--- src/logic/fetch_macros.svh ---
`ifndef FETCH_MACROS_SVH
`define FETCH_MACROS_SVH

// width of pc and data path
`define XLEN 64
// fetch virtual address, upper pc bits are not looked at
`define VADDR_W 40
// first fetch after reset
`define RESET_PC 64'h200
// byte address bits of the 4 KB memory
`define MEM_ADDR_W 12
// log2 of the 256 byte page
`define PAGE_W 8
`define N_PAGES 16

`endif

--- src/logic/mem_bus_if.sv ---
`default_nettype none

`include "fetch_macros.svh"

// one single cycle port to the instruction memory
interface mem_bus_if (
    input wire logic clk_i,
    input wire logic rstn_i
);

    logic                req;
    logic                we;
    // full virtual address so the memory can see out of range fetches
    logic [`VADDR_W-1:0] addr;
    logic [31:0]         wdata;
    logic [31:0]         rdata;
    logic                rvalid;
    logic                access_fault;
    logic                page_fault;

    modport requester (
        input  clk_i, rstn_i,
        output req, we, addr, wdata,
        input  rdata, rvalid, access_fault, page_fault
    );

    modport memory (
        input  clk_i, rstn_i,
        input  req, we, addr, wdata,
        output rdata, rvalid, access_fault, page_fault
    );

endinterface

`default_nettype wire

--- src/logic/mem_arbiter.sv ---
`default_nettype none

`include "fetch_macros.svh"

module mem_arbiter (
    input  wire logic                   host_we_i,
    input  wire logic [`MEM_ADDR_W-1:0] host_addr_i,
    input  wire logic [31:0]            host_wdata_i,
    mem_bus_if.memory                   fetch_bus,
    mem_bus_if.requester                tcm_bus
);

    // host write strobe takes the port outright
    assign tcm_bus.req   = host_we_i | fetch_bus.req;
    assign tcm_bus.we    = host_we_i ? 1'b1 : fetch_bus.we;
    // host only reaches the 4 KB window, upper bits zero
    assign tcm_bus.addr  = host_we_i ? {{(`VADDR_W-`MEM_ADDR_W){1'b0}}, host_addr_i}
                                     : fetch_bus.addr;
    assign tcm_bus.wdata = host_we_i ? host_wdata_i : fetch_bus.wdata;

    // losing fetch gets nothing back, no retry
    assign fetch_bus.rvalid       = !host_we_i & tcm_bus.rvalid;
    assign fetch_bus.rdata        = tcm_bus.rdata;
    assign fetch_bus.access_fault = !host_we_i & tcm_bus.access_fault;
    assign fetch_bus.page_fault   = !host_we_i & tcm_bus.page_fault;

    // a word handed to fetch was read at the fetch address, never on a host cycle
    a_no_fetch_on_host : assert property (
        @(posedge fetch_bus.clk_i) disable iff (!fetch_bus.rstn_i)
        fetch_bus.rvalid |-> !host_we_i && tcm_bus.addr == fetch_bus.addr);

endmodule

`default_nettype wire

--- src/flat_wrapper.sv ---
// flat-port wrapper written by rule: the top's interface ports become plain ports
module mem_arbiter_flat 
  (host_we_i, host_addr_i, host_wdata_i, clk_i, rstn_i, fetch_bus_req, fetch_bus_we, fetch_bus_addr, fetch_bus_wdata, fetch_bus_rdata, fetch_bus_rvalid, fetch_bus_access_fault, fetch_bus_page_fault, tcm_bus_req, tcm_bus_we, tcm_bus_addr, tcm_bus_wdata, tcm_bus_rdata, tcm_bus_rvalid, tcm_bus_access_fault, tcm_bus_page_fault);
  mem_bus_if fetch_bus_i (.clk_i(clk_i), .rstn_i(rstn_i));
  mem_bus_if tcm_bus_i (.clk_i(clk_i), .rstn_i(rstn_i));
  input  wire logic host_we_i;
  input  wire logic [`MEM_ADDR_W-1:0] host_addr_i;
  input  wire logic [31:0] host_wdata_i;
  input wire logic clk_i;
  input wire logic rstn_i;
  input wire logic [$bits(fetch_bus_i.req)-1:0] fetch_bus_req;
  input wire logic [$bits(fetch_bus_i.we)-1:0] fetch_bus_we;
  input wire logic [$bits(fetch_bus_i.addr)-1:0] fetch_bus_addr;
  input wire logic [$bits(fetch_bus_i.wdata)-1:0] fetch_bus_wdata;
  output wire logic [$bits(fetch_bus_i.rdata)-1:0] fetch_bus_rdata;
  output wire logic [$bits(fetch_bus_i.rvalid)-1:0] fetch_bus_rvalid;
  output wire logic [$bits(fetch_bus_i.access_fault)-1:0] fetch_bus_access_fault;
  output wire logic [$bits(fetch_bus_i.page_fault)-1:0] fetch_bus_page_fault;
  output wire logic [$bits(tcm_bus_i.req)-1:0] tcm_bus_req;
  output wire logic [$bits(tcm_bus_i.we)-1:0] tcm_bus_we;
  output wire logic [$bits(tcm_bus_i.addr)-1:0] tcm_bus_addr;
  output wire logic [$bits(tcm_bus_i.wdata)-1:0] tcm_bus_wdata;
  input wire logic [$bits(tcm_bus_i.rdata)-1:0] tcm_bus_rdata;
  input wire logic [$bits(tcm_bus_i.rvalid)-1:0] tcm_bus_rvalid;
  input wire logic [$bits(tcm_bus_i.access_fault)-1:0] tcm_bus_access_fault;
  input wire logic [$bits(tcm_bus_i.page_fault)-1:0] tcm_bus_page_fault;
  assign fetch_bus_i.req = fetch_bus_req;
  assign fetch_bus_i.we = fetch_bus_we;
  assign fetch_bus_i.addr = fetch_bus_addr;
  assign fetch_bus_i.wdata = fetch_bus_wdata;
  assign fetch_bus_rdata = fetch_bus_i.rdata;
  assign fetch_bus_rvalid = fetch_bus_i.rvalid;
  assign fetch_bus_access_fault = fetch_bus_i.access_fault;
  assign fetch_bus_page_fault = fetch_bus_i.page_fault;
  assign tcm_bus_req = tcm_bus_i.req;
  assign tcm_bus_we = tcm_bus_i.we;
  assign tcm_bus_addr = tcm_bus_i.addr;
  assign tcm_bus_wdata = tcm_bus_i.wdata;
  assign tcm_bus_i.rdata = tcm_bus_rdata;
  assign tcm_bus_i.rvalid = tcm_bus_rvalid;
  assign tcm_bus_i.access_fault = tcm_bus_access_fault;
  assign tcm_bus_i.page_fault = tcm_bus_page_fault;
  mem_arbiter u_core (.host_we_i(host_we_i), .host_addr_i(host_addr_i), .host_wdata_i(host_wdata_i), .fetch_bus(fetch_bus_i), .tcm_bus(tcm_bus_i));
endmodule
--- config.mk ---
export PLATFORM = sky130hd
export DESIGN_NAME = mem_arbiter_flat
export DESIGN_NICKNAME = d
export VERILOG_FILES = /design/src/logic/mem_bus_if.sv /design/src/logic/mem_arbiter.sv /design/src/flat_wrapper.sv
export VERILOG_INCLUDE_DIRS = /design/src /design/src/logic
export SDC_FILE = /design/constraint.sdc
export NUM_CORES = 1
export LEC_CHECK = 0
export ABC_AREA = 1
export BUFFER_PORTS_ARGS = -buffer_cell sky130_fd_sc_hd__buf_2
export CAP_MARGIN = 20
export CORE_AREA = 2 2 102 104
export DETAILED_ROUTE_END_ITERATION = 10
export DIE_AREA = 0 0 104 106
export MAX_ROUTING_LAYER = met4
export PLACE_DENSITY_LB_ADDON = 0.05
export RECOVER_POWER = 100
export SLEW_MARGIN = 0
export SYNTH_ARGS = -nofsm -noshare
export SYNTH_HDL_FRONTEND = slang
export SYNTH_SLANG_ARGS = --single-unit
--- constraint.sdc ---
create_clock -name vclk -period 0.8
set_input_delay 0.08 -clock vclk [all_inputs]
set_output_delay 0.08 -clock vclk [all_outputs]
set_load 0.05 [all_outputs]
Word level (Yosys, flattened, before mapping)
Index checks and enable logic that the tools add are counted.
Widths: inputs -> output; s select.
{"block": "word_totals", "ff_bits": 0, "out_inout_bits": 109, "wordCells": 8}
{"block": "classes", "n_mux": 3, "n_bitwise": 4, "reduce_logical": 1}
{"cell": "$mux 40", "count": 1}
{"cell": "$mux 32", "count": 1}
{"cell": "$and 1x1->1", "count": 3}
{"cell": "$logic_not 1->1", "count": 1}
{"cell": "$mux 1", "count": 1}
{"cell": "$or 1x1->1", "count": 1}

Depth between registers and ports, before layout
Gate-level depths: netlist of the first run.
{"block": "logic_depth", "depth_word": 2, "ltp_mapped": 5, "depth_no_buf": 3}

Worst setup path before layout of the first run
OpenSTA, ideal clock, no wires.
{"block": "synth_timing", "kind": "input to output", "startpoint": "input host_we_i", "endpoint": "output fetch_bus_access_fault", "arrival_ps": 1102, "t_required_ps": 720, "setup_slack_ps": -382, "stages": 4, "n_path_buf": 3, "path_cell_list": "buf_6 > buf_6 > buf_6 > nor2_1"}
{"block": "synth_via", "elab_chain_len": 2}
{"item": "from (decl)", "line_no": "flat_wrapper.sv:6", "text": "input wire logic host_we_i;"}
{"item": "$logic_not 1->1", "line_no": "mem_arbiter.sv:24", "text": "assign fetch_bus.access_fault = !host_we_i & tcm_bus.access_fault;"}
{"item": "$and 1x1->1", "line_no": "mem_arbiter.sv:24"}
{"item": "to (decl)", "line_no": "flat_wrapper.sv:17", "text": "output wire logic [$bits(fetch_bus_i.access_fault)-1:0] fetch_bus_access_fault;"}
No other way between the ends.

Worst setup path after layout of the first run
{"block": "layout_timing", "startpoint": "input host_we_i", "endpoint": "output tcm_bus_addr[24]"}
{"block": "layout_via", "elab_chain_len": 1}
{"item": "$mux 40", "line_no": "mem_arbiter.sv:17", "text": "assign tcm_bus.addr = host_we_i ? {{(`VADDR_W-`MEM_ADDR_W){1'b0}}, host_addr_i}"}
{"item": "to (decl)", "line_no": "flat_wrapper.sv:21", "text": "output wire logic [$bits(tcm_bus_i.addr)-1:0] tcm_bus_addr;"}
No other way between the ends.

==> results of run 1 <==
-- layout make-up --
type	count	area, um2
Fill cell	1098	6730
Timing Repair Buffer	213	2010
Multi-Input combinational cell	165	960
Tap cell	136	170
Inverter	32	125
-- synthesized netlist by cell type --
| library cell | n | area (um2) |
|---|---|---|
| inv_1 | 31 | 116 |
| buf_4 | 36 | 270 |
| buf_2 | 4 | 20.0 |
| or2_1 | 2 | 12.5 |
| nand2_1 | 132 | 495 |
| inv_2 | 1 | 3.75 |
| buf_6 | 5 | 56.3 |
| nor2_1 | 31 | 116 |
-- routing by layer --
| layer | share of wire (%) | vias up |
|---|---|---|
| met4 | 0.64 | 0 |
| met5 | 0 | - |
| li1 | - | 991 |
| met1 | 37 | 832 |
| met3 | 7.4 | 8 |
| met2 | 55 | 124 |
-- cells by family (layout without fill, tap and decap cells) --
| group | Yosys count | after routing |
|---|---|---|
| buf+inv | 77 | 245 |
| simple gates | 165 | 165 |
-- cells in the final DEF, fill, tap and decap left out, drive strengths merged --
cell type | Yosys | routed
nand2 | 132 | 132
bufbuf | 0 | 1
inv | 32 | 32
buf | 45 | 211
clkbuf | 0 | 1
or2 | 2 | 2
nor2 | 31 | 31
-- worst max-delay path, stage by stage --
cell and delay, ps:
buf_12 130, bufbuf_16 310, nor2_4 110, buf_8 150
-- worst paths after layout --
| path | from | endpoint | slack, ps | depth (start not counted) |
|---|---|---|---|---|
| max | host_we_i | tcm_bus_addr[24] | -70 | 4 |
| min | tcm_bus_rdata[12] | fetch_bus_rdata[12] | 160 | 0 |
-- through the flow --
step / setup slack, ps / util, % / instances
6_report: -69.1 / 32.7 / 546
3_3_place_gp: -186 / 24.5 / 541
3_5_place_dp: -185 / 24.5 / 541
2_1_floorplan: -44.2 / - / 242
5_1_grt: -94.1 / 32.7 / 546
4_1_cts: -77.0 / 32.1 / 545
-- repair_timing --
action | CTS | global route
endpoints found under the setup margin | 77 | 76
gates cloned | 4 | 1
buffers inserted | 0 | 0
pin swaps | 4 | 2
gates resized for setup | 198 | 14
-- where the power goes --
part           internal, mW  switching [mW]
sequential                0               0
clock                     0               0
combinational          1.20            1.60
==> key figures, run 1 <==
Yosys
  • Syn_area_per_cell: between 4 and 5 um2
  • Compound-Gate Fraction of Synth Area: 0%
  • Mux contribution to synthesized area: 0%
  • Largest family of logic cells by synthesized area: simple AND/OR/NAND/NOR gates
  • Synth Area in XOR/XNOR: 0%
  • Synth Net Count: slightly below 400
  • Adder-cell share of the synthesized area: 0%
  • Cells after Synth: roughly 240
  • Warnings from Yosys: 0
  • Synthesized area: 1090 um2
  • Seq/Total Area, Yosys: 0%
  • Synth unique cells: 8
  • Synth Area in Simple Gates: approximately 57%

Timing
  • Tcrit/Tclk final: 109%
  • Min Tclk post-route: a little under 900 ps
  • Worst-margin pin slew: roughly 150 ps
  • Setup violators final: 74
  • Max-slew violations: 0
  • Setup_tns: -2240 ps
  • Max Fclk: about 1200 MHz
  • Max-slew headroom at the worst pin: 89.8%
  • WHS: about 160 ps
  • Hold Violations, Final: 0
  • RSZ-0062 raised after global routing: true
  • Setup slack after layout: -69.1 ps

Layout
  • Share of layout cells above drive strength 1: 70.2%
  • P&R area growth vs syn: 200%
  • Register area: 0 um2
  • FF+latch count: 0
  • ANT cells: 0
  • Fin area: 3270 um2
  • Fin nets: 568
  • CLK BUF: 0

Outcome
  • Status: complete, but fails checks
  • Failing checks: negative setup slack

Global routing
  • Largest net degree at the start of global routing: 20
  • Met3 usage: ~1.4%
  • Antenna violations before repair: 0
  • Top Usage Layer GRT: met2
  • Vias in the first global route: between 2000 and 2500
  • First-pass GRT wire length: 9520 um
  • Grt met2 use: between 20% and 30%
  • M1 GR Usage: 11.6%
  • GR Util All Layers: a little over a tenth
  • Total gr overflow: 0

Setup path
  • Kind of critical path: in -> out
  • CP endpoint kind: output pin
  • CP startpoint kind: input pin
  • Arrival time at the worst endpoint: 790 ps
  • WP data required: ~700 ps
  • Crit-path max FO: 13

Floorplan
  • I/O pin cnt: between 200 and 300
  • Die Wd: between 100 and 150 um
  • CORE AREA: ~10000 um2
  • Starting density of the core: between 10% and 20%
  • Die Y: 106 um
  • Die area: about 11000 um2
  • Site row count: 37

Flow run
  • Max Cap Viol: 0

Place
  • PortBufs: between 150 and 200
  • Hpwl dp: around 4600 um
  • Placer Congestion: 0.722
  • Post-DP Area: roughly 2400 um2

Power and ir drop
  • Pwr dens: between 800 and 900 nW/um2
  • Pleak: roughly 1.8 nW
  • Pwr Total: 2.81 mW
  • VDD IR max: around 0.00033 V

Routing
  • Via Count: 1955
  • TritonRoute pass-1 iters: 4
  • Post-Route WL: 6070 um
  • Antenna Nets Post-Route: 0
  • DR WL/cell: roughly 11 um
  • Iteration-0 DRC Markers: 44
  • Vias per Instance: 3.58
  • Drt drc: 0

Worst hold path
  • Hold Path Class: in -> out

Clock tree
  • CTS Hold Bufs: 0
Power figures use the tool's default switching activity.
==> run 2, diff against run 1 <==
--- a/config.mk
+++ b/config.mk
@@ -13,7 +13,7 @@
 export DETAILED_ROUTE_END_ITERATION = 10
 export DIE_AREA = 0 0 104 106
 export MAX_ROUTING_LAYER = met4
-export PLACE_DENSITY_LB_ADDON = 0.05
+export PLACE_DENSITY = 0.5
 export RECOVER_POWER = 100
 export SLEW_MARGIN = 0
 export SYNTH_ARGS = -nofsm -noshare
==> key figures, run 2 (synthesized netlist as in run 1, its figures left out) <==
Routing
  • TritonRoute pass-1 iters: 4
  • Via Count: slightly above 2000
  • Drt drc: 0
  • Vias per Instance: 3.67
  • Iteration-0 DRC Markers: 76
  • DR WL/cell: roughly 12 um
  • Antenna Nets Post-Route: 0
  • Post-Route WL: between 6000 and 7000 um

Setup path
  • WP buf/inv: 3
  • CP startpoint kind: input pin
  • Slowest-stage cell, CP: bufbuf_16
  • Crit path max-delay family: buffers and inverters
  • CP Depth: 4
  • Kind of critical path: in -> out
  • Crit-path max FO: 9
  • CP endpoint kind: output pin
  • WP data required: 720 ps
  • Slowest stage delay, CP: approximately 300 ps
  • Arrival time at the worst endpoint: between 700 and 800 ps
  • Worst-path cell chain: buf_12 -> bufbuf_16 -> nor2_4 -> buf_8

Floorplan
  • Die Y: between 100 and 150 um
  • Die Wd: 104 um
  • Starting density of the core: between 10 and 15%
  • CORE AREA: approximately 10000 um2
  • Site row count: 37
  • I/O pin cnt: approximately 270
  • Die area: about 11000 um2

Power and ir drop
  • Pwr dens: ~870 nW/um2
  • Pwr Total: around 2.7 mW
  • VDD IR max: roughly 0.00031 V
  • Pleak: ~1.8 nW

Timing
  • WHS: 160 ps
  • Setup slack after layout: -61.9 ps
  • Max-slew violations: 0
  • RSZ-0062 raised after global routing: true
  • Hold Violations, Final: 0
  • Min Tclk post-route: about 860 ps
  • Worst-margin pin slew: roughly 250 ps
  • Max Fclk: 1160 MHz
  • Setup violators final: 51
  • Setup_tns: -1590 ps
  • Tcrit/Tclk final: 108%
  • Max-slew headroom at the worst pin: ~84%

Place
  • Post-DP Area: ~2400 um2
  • Placer Congestion: roughly 0.73
  • Hpwl dp: approximately 4600 um
  • PortBufs: between 150 and 200

Clock tree
  • CTS Hold Bufs: 0

Layout
  • Commonest non-fill, non-tap cells in the layout: buf_2 (122), nand2_1 (91), buf_8 (47)
  • Fill count: 1091
  • P&R area growth vs syn: 189%
  • Commonest non-fill, non-tap cell in the layout: buf_2
  • Fin nets: 570
  • CLK BUF: 0
  • ANT cells: 0
  • FF+latch count: 0
  • Share of layout cells above drive strength 1: between 60% and 70%
  • Fin area: 3150 um2
  • Register area: 0 um2
  • Fin util: a little under a third

Worst hold path
  • Hold Path Class: in -> out
  • Hold depth: 0

Global routing
  • Total gr overflow: 0
  • Vias in the first global route: approximately 2000
  • Antenna violations before repair: 0
  • First-pass GRT wire length: around 10000 um
  • Largest net degree at the start of global routing: 22
  • GR Util All Layers: a little over a tenth

Outcome
  • Status: complete, but fails checks
  • Failing checks: negative setup slack

Flow run
  • Max Cap Viol: 0
-- run 2: cell types whose count changed in the layout (fill, tap and decap cells not counted) --
cell | previous run | this run
buf_2 | 121 | 122
buf_6 | 25 | 21
buf_4 | 1 | 10
clkbuf_16 | 1 | 0
nand2_2 | 44 | 41
inv_6 | 1 | 0
nor2_2 | 0 | 4
buf_12 | 10 | 6
nor2_4 | 30 | 26
nand2_1 | 88 | 91
inv_8 | 0 | 1
buf_8 | 50 | 47
clkbuf_4 | 0 | 4
-- run 2: final cells by class --
type / instances / area [um2] / share of cell area, %
Tap cell: 136 / 170 / 5.40
Multi-Input combinational cell: 165 / 932 / 29.6
Timing Repair Buffer: 215 / 1920 / 61.0
Inverter: 32 / 128 / 4.05
-- run 2: worst paths after layout --
path               from             endpoint  slack [ps]
max           host_we_i     tcm_bus_addr[16]         -60
min   tcm_bus_rdata[25]  fetch_bus_rdata[25]         160
-- run 2: where the power goes --
group	total, mW	internal [mW]	switching (mW)
registers	0	0	0
logic	2.74	1.14	1.60
clock network	0	0	0
-- run 2: stage by stage --
stage	setup slack, ps	std cells
4_1_cts	-62.0	548
3_3_place_gp	-204	544
6_report	-61.9	548
3_5_place_dp	-235	544
2_1_floorplan	-44.2	242
5_1_grt	-89.5	548
-- run 2: timing repair --
item	CTS	global route
cloned	4	0
buffers inserted	0	0
resized for setup	185	17
endpoints found under the setup margin	77	70
-- run 2: per-layer routing --
metal  part of all wire, %  vias to the layer above  track usage, %
li1                      -                      995               -
met3                   7.7                       26            1.66
met5                     0                        -               -
met4                   3.8                        0            3.67
met2                    55                      114            21.3
met1                    34                      878            11.3
