`src/logic/fetch_macros.svh`:
```
`ifndef FETCH_MACROS_SVH
`define FETCH_MACROS_SVH

// width of pc and data path
`define XLEN 64
// fetch virtual address, upper pc bits are not looked at
`define VADDR_W 40
// first fetch after reset
`define RESET_PC 64'h200
// byte address bits of the 4 KB memory
`define MEM_ADDR_W 12
// log2 of the 256 byte page
`define PAGE_W 8
`define N_PAGES 16

`endif

```
`src/logic/riscv_pkg.sv`:
```
`default_nettype none

package riscv_pkg;

    // base opcodes, no compressed set
    typedef enum logic [6:0] {
        OP_LOAD     = 7'b0000011,
        OP_MISC_MEM = 7'b0001111,
        OP_IMM      = 7'b0010011,
        OP_AUIPC    = 7'b0010111,
        OP_STORE    = 7'b0100011,
        OP_ALU      = 7'b0110011,
        OP_LUI      = 7'b0110111,
        OP_BRANCH   = 7'b1100011,
        OP_JALR     = 7'b1100111,
        OP_JAL      = 7'b1101111,
        OP_SYSTEM   = 7'b1110011
    } opcode_t;

    // mcause codes of the fetch exceptions
    typedef enum logic [3:0] {
        INSTR_ADDR_MISALIGNED = 4'd0,
        INSTR_ACCESS_FAULT    = 4'd1,
        INSTR_PAGE_FAULT      = 4'd12
    } exc_cause_t;

    // b-type layout, scattered 13 bit offset
    typedef struct packed {
        logic       imm12;
        logic [5:0] imm10_5;
        logic [4:0] rs2;
        logic [4:0] rs1;
        logic [2:0] func3;
        logic [3:0] imm4_1;
        logic       imm11;
        opcode_t    opcode;
    } btype_t;

    // j-type layout, scattered 21 bit offset
    typedef struct packed {
        logic       imm20;
        logic [9:0] imm10_1;
        logic       imm11;
        logic [7:0] imm19_12;
        logic [4:0] rd;
        opcode_t    opcode;
    } jtype_t;

    // same word seen as branch or as jal
    typedef union packed {
        btype_t btype;
        jtype_t jtype;
    } rv_instr_t;

endpackage

`default_nettype wire

```
`src/logic/fetch_pkg.sv`:
```
`default_nettype none

`include "fetch_macros.svh"

package fetch_pkg;

    import riscv_pkg::*;

    // full width program counter
    typedef logic [`XLEN-1:0] addr_pc_t;

    // next pc choice from the control unit
    // 2'b11 is left undefined
    typedef enum logic [1:0] {
        NEXT_PC_SEL_PC   = 2'b00,
        NEXT_PC_SEL_PC_4 = 2'b01,
        NEXT_PC_SEL_JUMP = 2'b10
    } next_pc_sel_t;

    // static prediction for one fetched word
    typedef struct packed {
        logic     taken;
        addr_pc_t pred_addr;
    } bpred_t;

    // fetch exception, origin is the faulting pc
    typedef struct packed {
        logic       valid;
        exc_cause_t cause;
        addr_pc_t   origin;
    } exc_t;

    // what fetch hands to decode
    typedef struct packed {
        logic      valid;
        addr_pc_t  pc;
        rv_instr_t instr;
        bpred_t    bpred;
        exc_t      ex;
    } fetch_out_t;

endpackage

`default_nettype wire

```
`src/logic/mem_bus_if.sv`:
```
`default_nettype none

`include "fetch_macros.svh"

// one single cycle port to the instruction memory
interface mem_bus_if (
    input wire logic clk_i,
    input wire logic rstn_i
);

    logic                req;
    logic                we;
    // full virtual address so the memory can see out of range fetches
    logic [`VADDR_W-1:0] addr;
    logic [31:0]         wdata;
    logic [31:0]         rdata;
    logic                rvalid;
    logic                access_fault;
    logic                page_fault;

    modport requester (
        input  clk_i, rstn_i,
        output req, we, addr, wdata,
        input  rdata, rvalid, access_fault, page_fault
    );

    modport memory (
        input  clk_i, rstn_i,
        input  req, we, addr, wdata,
        output rdata, rvalid, access_fault, page_fault
    );

endinterface

`default_nettype wire

```
`src/logic/branch_predecoder.sv`:
```
`default_nettype none

`include "fetch_macros.svh"

module branch_predecoder
    import riscv_pkg::*;
    import fetch_pkg::*;
(
    input  wire rv_instr_t instr_i,
    input  wire addr_pc_t  pc_i,
    input  wire logic      valid_i,
    output bpred_t         bpred_o
);

    addr_pc_t imm_b;
    addr_pc_t imm_j;

    // sign extended offsets, bit 0 always zero
    assign imm_b = {{(`XLEN-12){instr_i.btype.imm12}}, instr_i.btype.imm11,
                    instr_i.btype.imm10_5, instr_i.btype.imm4_1, 1'b0};
    assign imm_j = {{(`XLEN-20){instr_i.jtype.imm20}}, instr_i.jtype.imm19_12,
                    instr_i.jtype.imm11, instr_i.jtype.imm10_1, 1'b0};

    always_comb begin
        bpred_o.taken     = 1'b0;
        bpred_o.pred_addr = '0;
        if (valid_i) begin
            // backward branches are usually loops
            if (instr_i.btype.opcode == OP_BRANCH && instr_i.btype.imm12) begin
                bpred_o.taken     = 1'b1;
                bpred_o.pred_addr = pc_i + imm_b;
            end else if (instr_i.jtype.opcode == OP_JAL) begin
                // jal always jumps
                bpred_o.taken     = 1'b1;
                bpred_o.pred_addr = pc_i + imm_j;
            end
        end
    end

endmodule

`default_nettype wire

```
`src/logic/if_stage.sv`:
```
`default_nettype none

`include "fetch_macros.svh"

module if_stage
    import riscv_pkg::*;
    import fetch_pkg::*;
(
    input  wire logic          clk_i,
    input  wire logic          rstn_i,
    input  wire logic          stall_i,
    input  wire next_pc_sel_t  next_pc_sel_i,
    // target from commit, decode or ecall
    input  wire addr_pc_t      pc_jump_i,
    mem_bus_if.requester       fetch_bus,
    output fetch_out_t         fetch_o
);

    addr_pc_t pc_q;
    addr_pc_t pc_d;
    bpred_t   bpred;
    exc_t     exc;

    logic ex_misaligned;
    logic ex_access_fault;
    logic ex_page_fault;

    // next pc mux
    always_comb begin
        case (next_pc_sel_i)
            NEXT_PC_SEL_PC:   pc_d = pc_q;
            NEXT_PC_SEL_PC_4: pc_d = pc_q + `XLEN'd4;
            NEXT_PC_SEL_JUMP: pc_d = pc_jump_i;
            // undefined select, keep going sequentially
            default:          pc_d = pc_q + `XLEN'd4;
        endcase
    end

    always_ff @(posedge clk_i, negedge rstn_i) begin
        if (!rstn_i) begin
            pc_q <= `RESET_PC;
        end else begin
            pc_q <= pc_d;
        end
    end

    // misalignment found here, other two come back from memory
    assign ex_misaligned   = |pc_q[1:0];
    assign ex_access_fault = fetch_bus.rvalid & fetch_bus.access_fault;
    assign ex_page_fault   = fetch_bus.rvalid & fetch_bus.page_fault;

    // no request for a misaligned pc or while stalled
    assign fetch_bus.req   = !ex_misaligned & !stall_i;
    assign fetch_bus.we    = 1'b0;
    assign fetch_bus.addr  = pc_q[`VADDR_W-1:0];
    assign fetch_bus.wdata = '0;

    // fixed priority, misaligned first
    always_comb begin
        exc.origin = pc_q;
        if (ex_misaligned) begin
            exc.valid = 1'b1;
            exc.cause = INSTR_ADDR_MISALIGNED;
        end else if (ex_access_fault) begin
            exc.valid = 1'b1;
            exc.cause = INSTR_ACCESS_FAULT;
        end else if (ex_page_fault) begin
            exc.valid = 1'b1;
            exc.cause = INSTR_PAGE_FAULT;
        end else begin
            exc.valid = 1'b0;
            exc.cause = INSTR_ADDR_MISALIGNED;
        end
    end

    branch_predecoder u_predecoder (
        .instr_i (fetch_bus.rdata),
        .pc_i    (pc_q),
        .valid_i (fetch_bus.rvalid),
        .bpred_o (bpred)
    );

    assign fetch_o.valid = fetch_bus.rvalid;
    assign fetch_o.pc    = pc_q;
    assign fetch_o.instr = fetch_bus.rdata;
    assign fetch_o.bpred = bpred;
    assign fetch_o.ex    = exc;

    // control unit should never send the spare encoding
    a_next_pc_sel_defined : assert property (@(posedge clk_i) disable iff (!rstn_i)
        next_pc_sel_i inside {NEXT_PC_SEL_PC, NEXT_PC_SEL_PC_4, NEXT_PC_SEL_JUMP})
        else $warning("undefined next pc select, taking pc plus 4");

    // memory answers only what was asked, so a valid word is never misaligned
    a_valid_aligned : assert property (@(posedge clk_i) disable iff (!rstn_i)
        fetch_bus.rvalid |-> !ex_misaligned && !stall_i);

endmodule

`default_nettype wire

```
`src/flat_wrapper.sv`:
```
// flat-port wrapper written by rule: the top's interface ports become plain ports
module if_stage_flat import riscv_pkg::*; import fetch_pkg::*;
  (clk_i, rstn_i, stall_i, next_pc_sel_i, pc_jump_i, fetch_o, fetch_bus_req, fetch_bus_we, fetch_bus_addr, fetch_bus_wdata, fetch_bus_rdata, fetch_bus_rvalid, fetch_bus_access_fault, fetch_bus_page_fault);
  mem_bus_if fetch_bus_i (.clk_i(clk_i), .rstn_i(rstn_i));
  input  wire logic clk_i;
  input  wire logic rstn_i;
  input  wire logic stall_i;
  input  wire next_pc_sel_t next_pc_sel_i;
  input  wire addr_pc_t pc_jump_i;
  output fetch_out_t fetch_o;
  output wire logic [$bits(fetch_bus_i.req)-1:0] fetch_bus_req;
  output wire logic [$bits(fetch_bus_i.we)-1:0] fetch_bus_we;
  output wire logic [$bits(fetch_bus_i.addr)-1:0] fetch_bus_addr;
  output wire logic [$bits(fetch_bus_i.wdata)-1:0] fetch_bus_wdata;
  input wire logic [$bits(fetch_bus_i.rdata)-1:0] fetch_bus_rdata;
  input wire logic [$bits(fetch_bus_i.rvalid)-1:0] fetch_bus_rvalid;
  input wire logic [$bits(fetch_bus_i.access_fault)-1:0] fetch_bus_access_fault;
  input wire logic [$bits(fetch_bus_i.page_fault)-1:0] fetch_bus_page_fault;
  assign fetch_bus_req = fetch_bus_i.req;
  assign fetch_bus_we = fetch_bus_i.we;
  assign fetch_bus_addr = fetch_bus_i.addr;
  assign fetch_bus_wdata = fetch_bus_i.wdata;
  assign fetch_bus_i.rdata = fetch_bus_rdata;
  assign fetch_bus_i.rvalid = fetch_bus_rvalid;
  assign fetch_bus_i.access_fault = fetch_bus_access_fault;
  assign fetch_bus_i.page_fault = fetch_bus_page_fault;
  if_stage u_core (.clk_i(clk_i), .rstn_i(rstn_i), .stall_i(stall_i), .next_pc_sel_i(next_pc_sel_i), .pc_jump_i(pc_jump_i), .fetch_bus(fetch_bus_i), .fetch_o(fetch_o));
endmodule
```
`config.mk`:
```
export PLATFORM = sky130hd
export DESIGN_NAME = if_stage_flat
export DESIGN_NICKNAME = d
export VERILOG_FILES = /design/src/logic/riscv_pkg.sv /design/src/logic/fetch_pkg.sv /design/src/logic/mem_bus_if.sv /design/src/logic/branch_predecoder.sv /design/src/logic/if_stage.sv /design/src/flat_wrapper.sv
export VERILOG_INCLUDE_DIRS = /design/src /design/src/logic
export SDC_FILE = /design/constraint.sdc
export NUM_CORES = 1
export LEC_CHECK = 0
export BUFFER_PORTS_ARGS = -buffer_cell sky130_fd_sc_hd__buf_2
export CORE_AREA = 2 2 159 161
export DETAILED_ROUTE_END_ITERATION = 8
export DIE_AREA = 0 0 161 163
export HOLD_SLACK_MARGIN = 0.1
export PLACE_DENSITY = 0.75
export SKIP_LAST_GASP = 1
export SYNTH_ARGS = -nofsm -noshare
export SYNTH_HDL_FRONTEND = slang
export SYNTH_SLANG_ARGS = --single-unit
```
`constraint.sdc`:
```
create_clock -name clk_i -period 5.68 [get_ports clk_i]
set_input_delay 1.42 -clock clk_i [delete_from_list [all_inputs] [get_ports clk_i]]
set_output_delay 1.42 -clock clk_i [all_outputs]
set_load 0.01 [all_outputs]
```
; ---- Word-level counts from Yosys, hierarchy flattened
; Cells that the tools add are included.
[word_totals]
out_inout_bits = 305
regBits = 64
[classes]
mux = 7
reduce_logical = 5
add_sub_neg = 3
bitwise = 3
n_eq_ne = 3
[ops]
columns = op, n
row1 = two-way mux 65 bit, 3
row2 = adder 64 bit, 2
row3 = one-hot mux 64 bit (2 select lines), 1
row4 = adder 64 x 3 -> 64 bit (second input constant), 1
row5 = two-way mux 5 bit, 3
row6 = == test 7 bit (second input constant), 2
row7 = bitwise AND 1 bit, 3
row8 = == test 2 bit (second input constant), 1
row9 = logical NOT 1 bit, 2
row10 = logical NOT 2 bit, 1
row11 = OR reduction 2 bit, 1
row12 = logical AND 1 bit, 1

; ---- Longest topological paths before layout
[depth]
ltp_word = 4
ltp_mapped = 12

; ---- Modules after synthesis
; From an unflattened synthesis, not the netlist that was laid out.
[unflattened]
hier_cells = 1659
hier_area_um2 = 11757.5
[by_module_without_submodules]
columns = mod, area_each_um2, instances, cells_each, seq_area_each_um2
row1 = branch_predecoder, 6427.4, 1, 1004, 0.0
row2 = if_stage, 5330.1, 1, 655, 1602.8

; ---- Least setup slack after synthesis
; No wires, ideal clock.
[synth_path]
kind = in2out
startpoint = input fetch_bus_rdata[21]
endpoint = output fetch_o[100] (netlist name)
path_slack_ns = 0.412
arrival_time_ns = 3.848
required_ns = 4.260
stages = 12
n_path_buf = 0
cell_sequence = ha_1 inv_1 fa_1 nor2b_1 o2111ai_1 nor3b_2 o21ai_2 o21ai_4 a311o_1 a2111oi_2 nor3_1 nor3_2
[synth_lines]
columns = element, line_no
row1 = from (decl), flat_wrapper.sv:15  ; input wire logic [$bits(fetch_bus_i.rdata)-1:0] fetch_bus_rdata;
row2 = to (decl), flat_wrapper.sv:10  ; output fetch_out_t fetch_o;

==> summary.md <==
| Metric | Value |
|---|---|
| Critical path class | in -> out |
| Largest register FFs | 64 |
| Htree depth | 3 |
| Pleak | 7.324 nW |
| Routed Antenna Nets | 0 |
| Total CTS buffers | 9 |
| Core area | 24670 um2 |
| Skew-Pair Late Insertion Delay | 0.36 ns |
| Crit path required time | between 4 and 5 ns |
| Area Growth Syn to Fin | 30.07% |
| Vias in the first global route | 12860 |
| Final hold vios | 0 |
| Comb pwr share | 0.631 |
| Sequential cell fraction of total power | 0.190 |
| Unrepaired setup endpoints after global routing | yes |
| Cells after synthesis | 1672 |
| CTS tree | done |
| Crit-path leading delay family | compound AO/OA/AOI/OAI gates |
| Min cycle time layout | 5.653 ns |
| # IOs | just over 400 |
| Fin crit share | 0.9953 |
| Hold buffer count at CTS | 0 |
| Nets | 2250 |
| Outcome | complete, no violations |
| Total wire length | 48850 um |
| Clock skew | 0.009681 ns |
| Top flop regs | u_core.pc_q x64 |
| IO buf count | 374 |
| Largest family of logic cells by synthesized area | compound AO/OA/AOI/OAI gates |
| Switching pwr | 1.723 mW |
| Die width | 161 um |
| Rel. slew slack | 0.4004 |
| Final setup violation count | 0 |
| Critical path's largest stage delay | roughly 0.50 ns |
| Simple-gate area share of the yosys netlist | 0.2379 |
| Worst path buffer plus inverter count | 3 |
| Overall routing resource usage | 0.3502 |
| Cell breakdown of the critical path | buf_2 > ha_4 > inv_1 > fa_2 > nor2b_2 > o2111ai_1 > nor3b_4 > o21ai_4 > o21ai_4 > a311o_1 > a2111oi_4 > o21a_1 > nor3_2 > buf_2 |
| Die area | 26240 um2 |
| Adder-cell area share of the yosys netlist | 0.08235 |
| Internal | approximately 1.9 mW |
| Arrival @ worst endpoint | 4.23 ns |
| Iteration-0 DRC Markers | 1212 |
| Most used flip-flop cell after synthesis | dfrtp_1 |
| Wirelength per Cell | 20.33 um |
| # fillers | around 2300 |
| Cell row count | 58 |
| CP endpoint kind | output port |
| CP startpoint kind | input port |
| Switching Share | 0.4715 |
| Max stage delay cell, worst path | a2111oi_4 |
| Via density | 5.954 |
| Synth Area in XOR/XNOR | 0.07133 |
| Routability cong. | 1.057 |
| Initial core utilization | 0.4877 |
| DR pass1 iterations | 5 |
| Synthesized area per cell | approximately 7.2 um2 |
| Sequential cell area fraction in the yosys report | 0.1332 |
| # clock sinks | 64 |
| Mux contribution to synthesized area | 0.05262 |
| Cell count after placement | 2367 |
| VDD IR max | 0.1571 mV |
| Ys async rst share | 1.000 |
| Hold Crit Class | reg -> reg |
| Clock slew at reported path FFs | 0.07 ns |
| Final slew viol count | 0 |
| Largest net degree at the start of global routing | 84 |
| Synth Warn # | 0 |
| Post-DP HPWL | 38300 um |
| Total congestion overflow | 0 |
| Pwr Total | 3.654 mW |
| Max-Cap Viols | 0 |
| Antenna violations before repair | 1 |
| Vert. Die Dim | 163 um |
| Mapped cell area | about 12000 um2 |
| Synth Area in Compound Gates | 0.2791 |
| Biggest register | u_core.pc_q |
| F_max | 0.1769 GHz |
| Crit Path Max Fanout | 3 |
| Clk root buf | clkbuf_16 |
| CTS Buffer Depth | 2 |
| Number of flops mapped to enable cells by yosys | 0 |
| DRC viols | 0 |
| Total number of vias | approximately 14000 |
| Antenna fix cells | 0 |
| Worst-Margin Slew | ~0.90 ns |
| Post-route insts no fill | 2403 |
| Wire length of the first global-routing pass | 72650 um |
| Power per cell area | 233.5 nW/um2 |
| Cell variety after synth | 94 |
| Clk network pwr share | 0.179 |
| Fraction of layout cells with a size suffix above 1 | 0.3676 |
| #FFs+latches synth | 64 |
## routing by layer
layer | wire [um] | up-vias | track usage
met5 | 0 | - | 0
met4 | 804 | 0 | 0.07711
met1 | 21770 | 6861 | 0.5114
li1 | - | 6679 | -
met2 | 22190 | 712 | 0.5533
met3 | 4083 | 55 | 0.04100
## through the flow
| step | setup slack, ns | utilization | instance area, um2 | setup TNS (ns) | hold slack [ns] |
|---|---|---|---|---|---|
| finish | 0.02690 | 0.6343 | 15650 | 0 | 0.6792 |
| detailed placement | -0.2504 | 0.5851 | 14440 | -2.744 | 0.6753 |
| CTS | -0.04545 | 0.6055 | 14940 | -0.09621 | 0.6882 |
| global placement | -0.2889 | 0.5851 | 14440 | -2.354 | 0.6327 |
| global route | -0.1131 | 0.6343 | 15650 | -0.3780 | 0.7300 |
| floorplan | 0.4118 | - | 12160 | 0 | 0.6000 |
## power by group through the flow
stage               logic, mW  registers [mW]  clock network, mW
floorplan                1.34           0.666                  0
global placement         2.05           0.682                  0
detailed placement       2.07           0.686                  0
CTS                      2.11           0.678              0.656
global route             2.47           0.704              0.674
finish                   2.31           0.693              0.654
## placed cells by master (no fill, tap or decap), types with 50 or more instances in the layout
| cell | instances |
|---|---|
| nand2_1 | 174 |
| a21oi_1 | 131 |
| xnor2_1 | 55 |
| o21ai_0 | 112 |
| buf_2 | 370 |
| ha_1 | 50 |
| mux2i_1 | 55 |
| nand3_1 | 55 |
| nor2_1 | 120 |
| buf_4 | 221 |
| dfrtp_1 | 63 |
## cell usage after synthesis, drive strengths merged, types with 16 or more instances
library cell  number  share of area
and2              26          0.014
nor2             128          0.041
o21a              29          0.018
nand4             44          0.025
dfrtp             63           0.13
xnor2             55          0.040
inv               29         0.0090
a21oi            145          0.061
mux2i             55          0.046
a211oi            37          0.025
o21ai            153          0.067
o22ai             18          0.010
a21o              27          0.017
xor2              43          0.031
buf              197           0.12
ha                76          0.079
nor2b             21          0.011
nor3              33          0.017
and3              29          0.015
o21bai            16          0.010
clkbuf            55          0.017
nand2            176          0.055
nand3             56          0.023
## worst min-delay path: cells and delay by family (launching register included)
family / cells / cell delay, ns
flops: 1 / 0.42
compound gates: 1 / 0.14
mux: 1 / 0.09
## cells by family after synthesis
group                    count (synthesis)
AND/OR/NAND/NOR                        571
AO/OA/AOI/OAI                          517
buffers and inverters                  281
XOR/XNOR                                98
adder cells (fa/ha/maj)                 78
flip-flops                              64
multiplexers                            62
other                                    1
## layout make-up
cell class,instances,area (um2),share of cell area
clock buffers,10,239.0,0.01527
inverters,29,108.9,0.006955
multi-input cells,1360,9485,0.6060
clock inverters,6,92.59,0.005916
flip-flops and latches,64,1603,0.1024
repair buffers,604,3710,0.2370
well taps,330,412.9,0.02638
## repair_timing
action | in CTS | in global routing
cloned | 0 | 1
setup buffers | 8 | 15
resized for setup | 27 | 130
pin swaps | 10 | 41
endpoints found under the setup margin | 30 | 43
## path summary, 6_finish.rpt
kind	slack, ns	to	cells past startpoint	startpoint
min reg2reg	0.68	u_core.pc_q[62]	2	u_core.pc_q[62]
min in group asynchronous	1.23	u_core.pc_q[60]	2	rstn_i
min	0.68	u_core.pc_q[62]	2	u_core.pc_q[62]
max	0.03	fetch_o[100]	14	fetch_bus_rdata[21]
max reg2reg	2.55	u_core.pc_q[63]	9	u_core.pc_q[23]
max in group asynchronous	3.81	u_core.pc_q[4]	2	rstn_i
No activity file was read; power rests on OpenSTA's default activity.
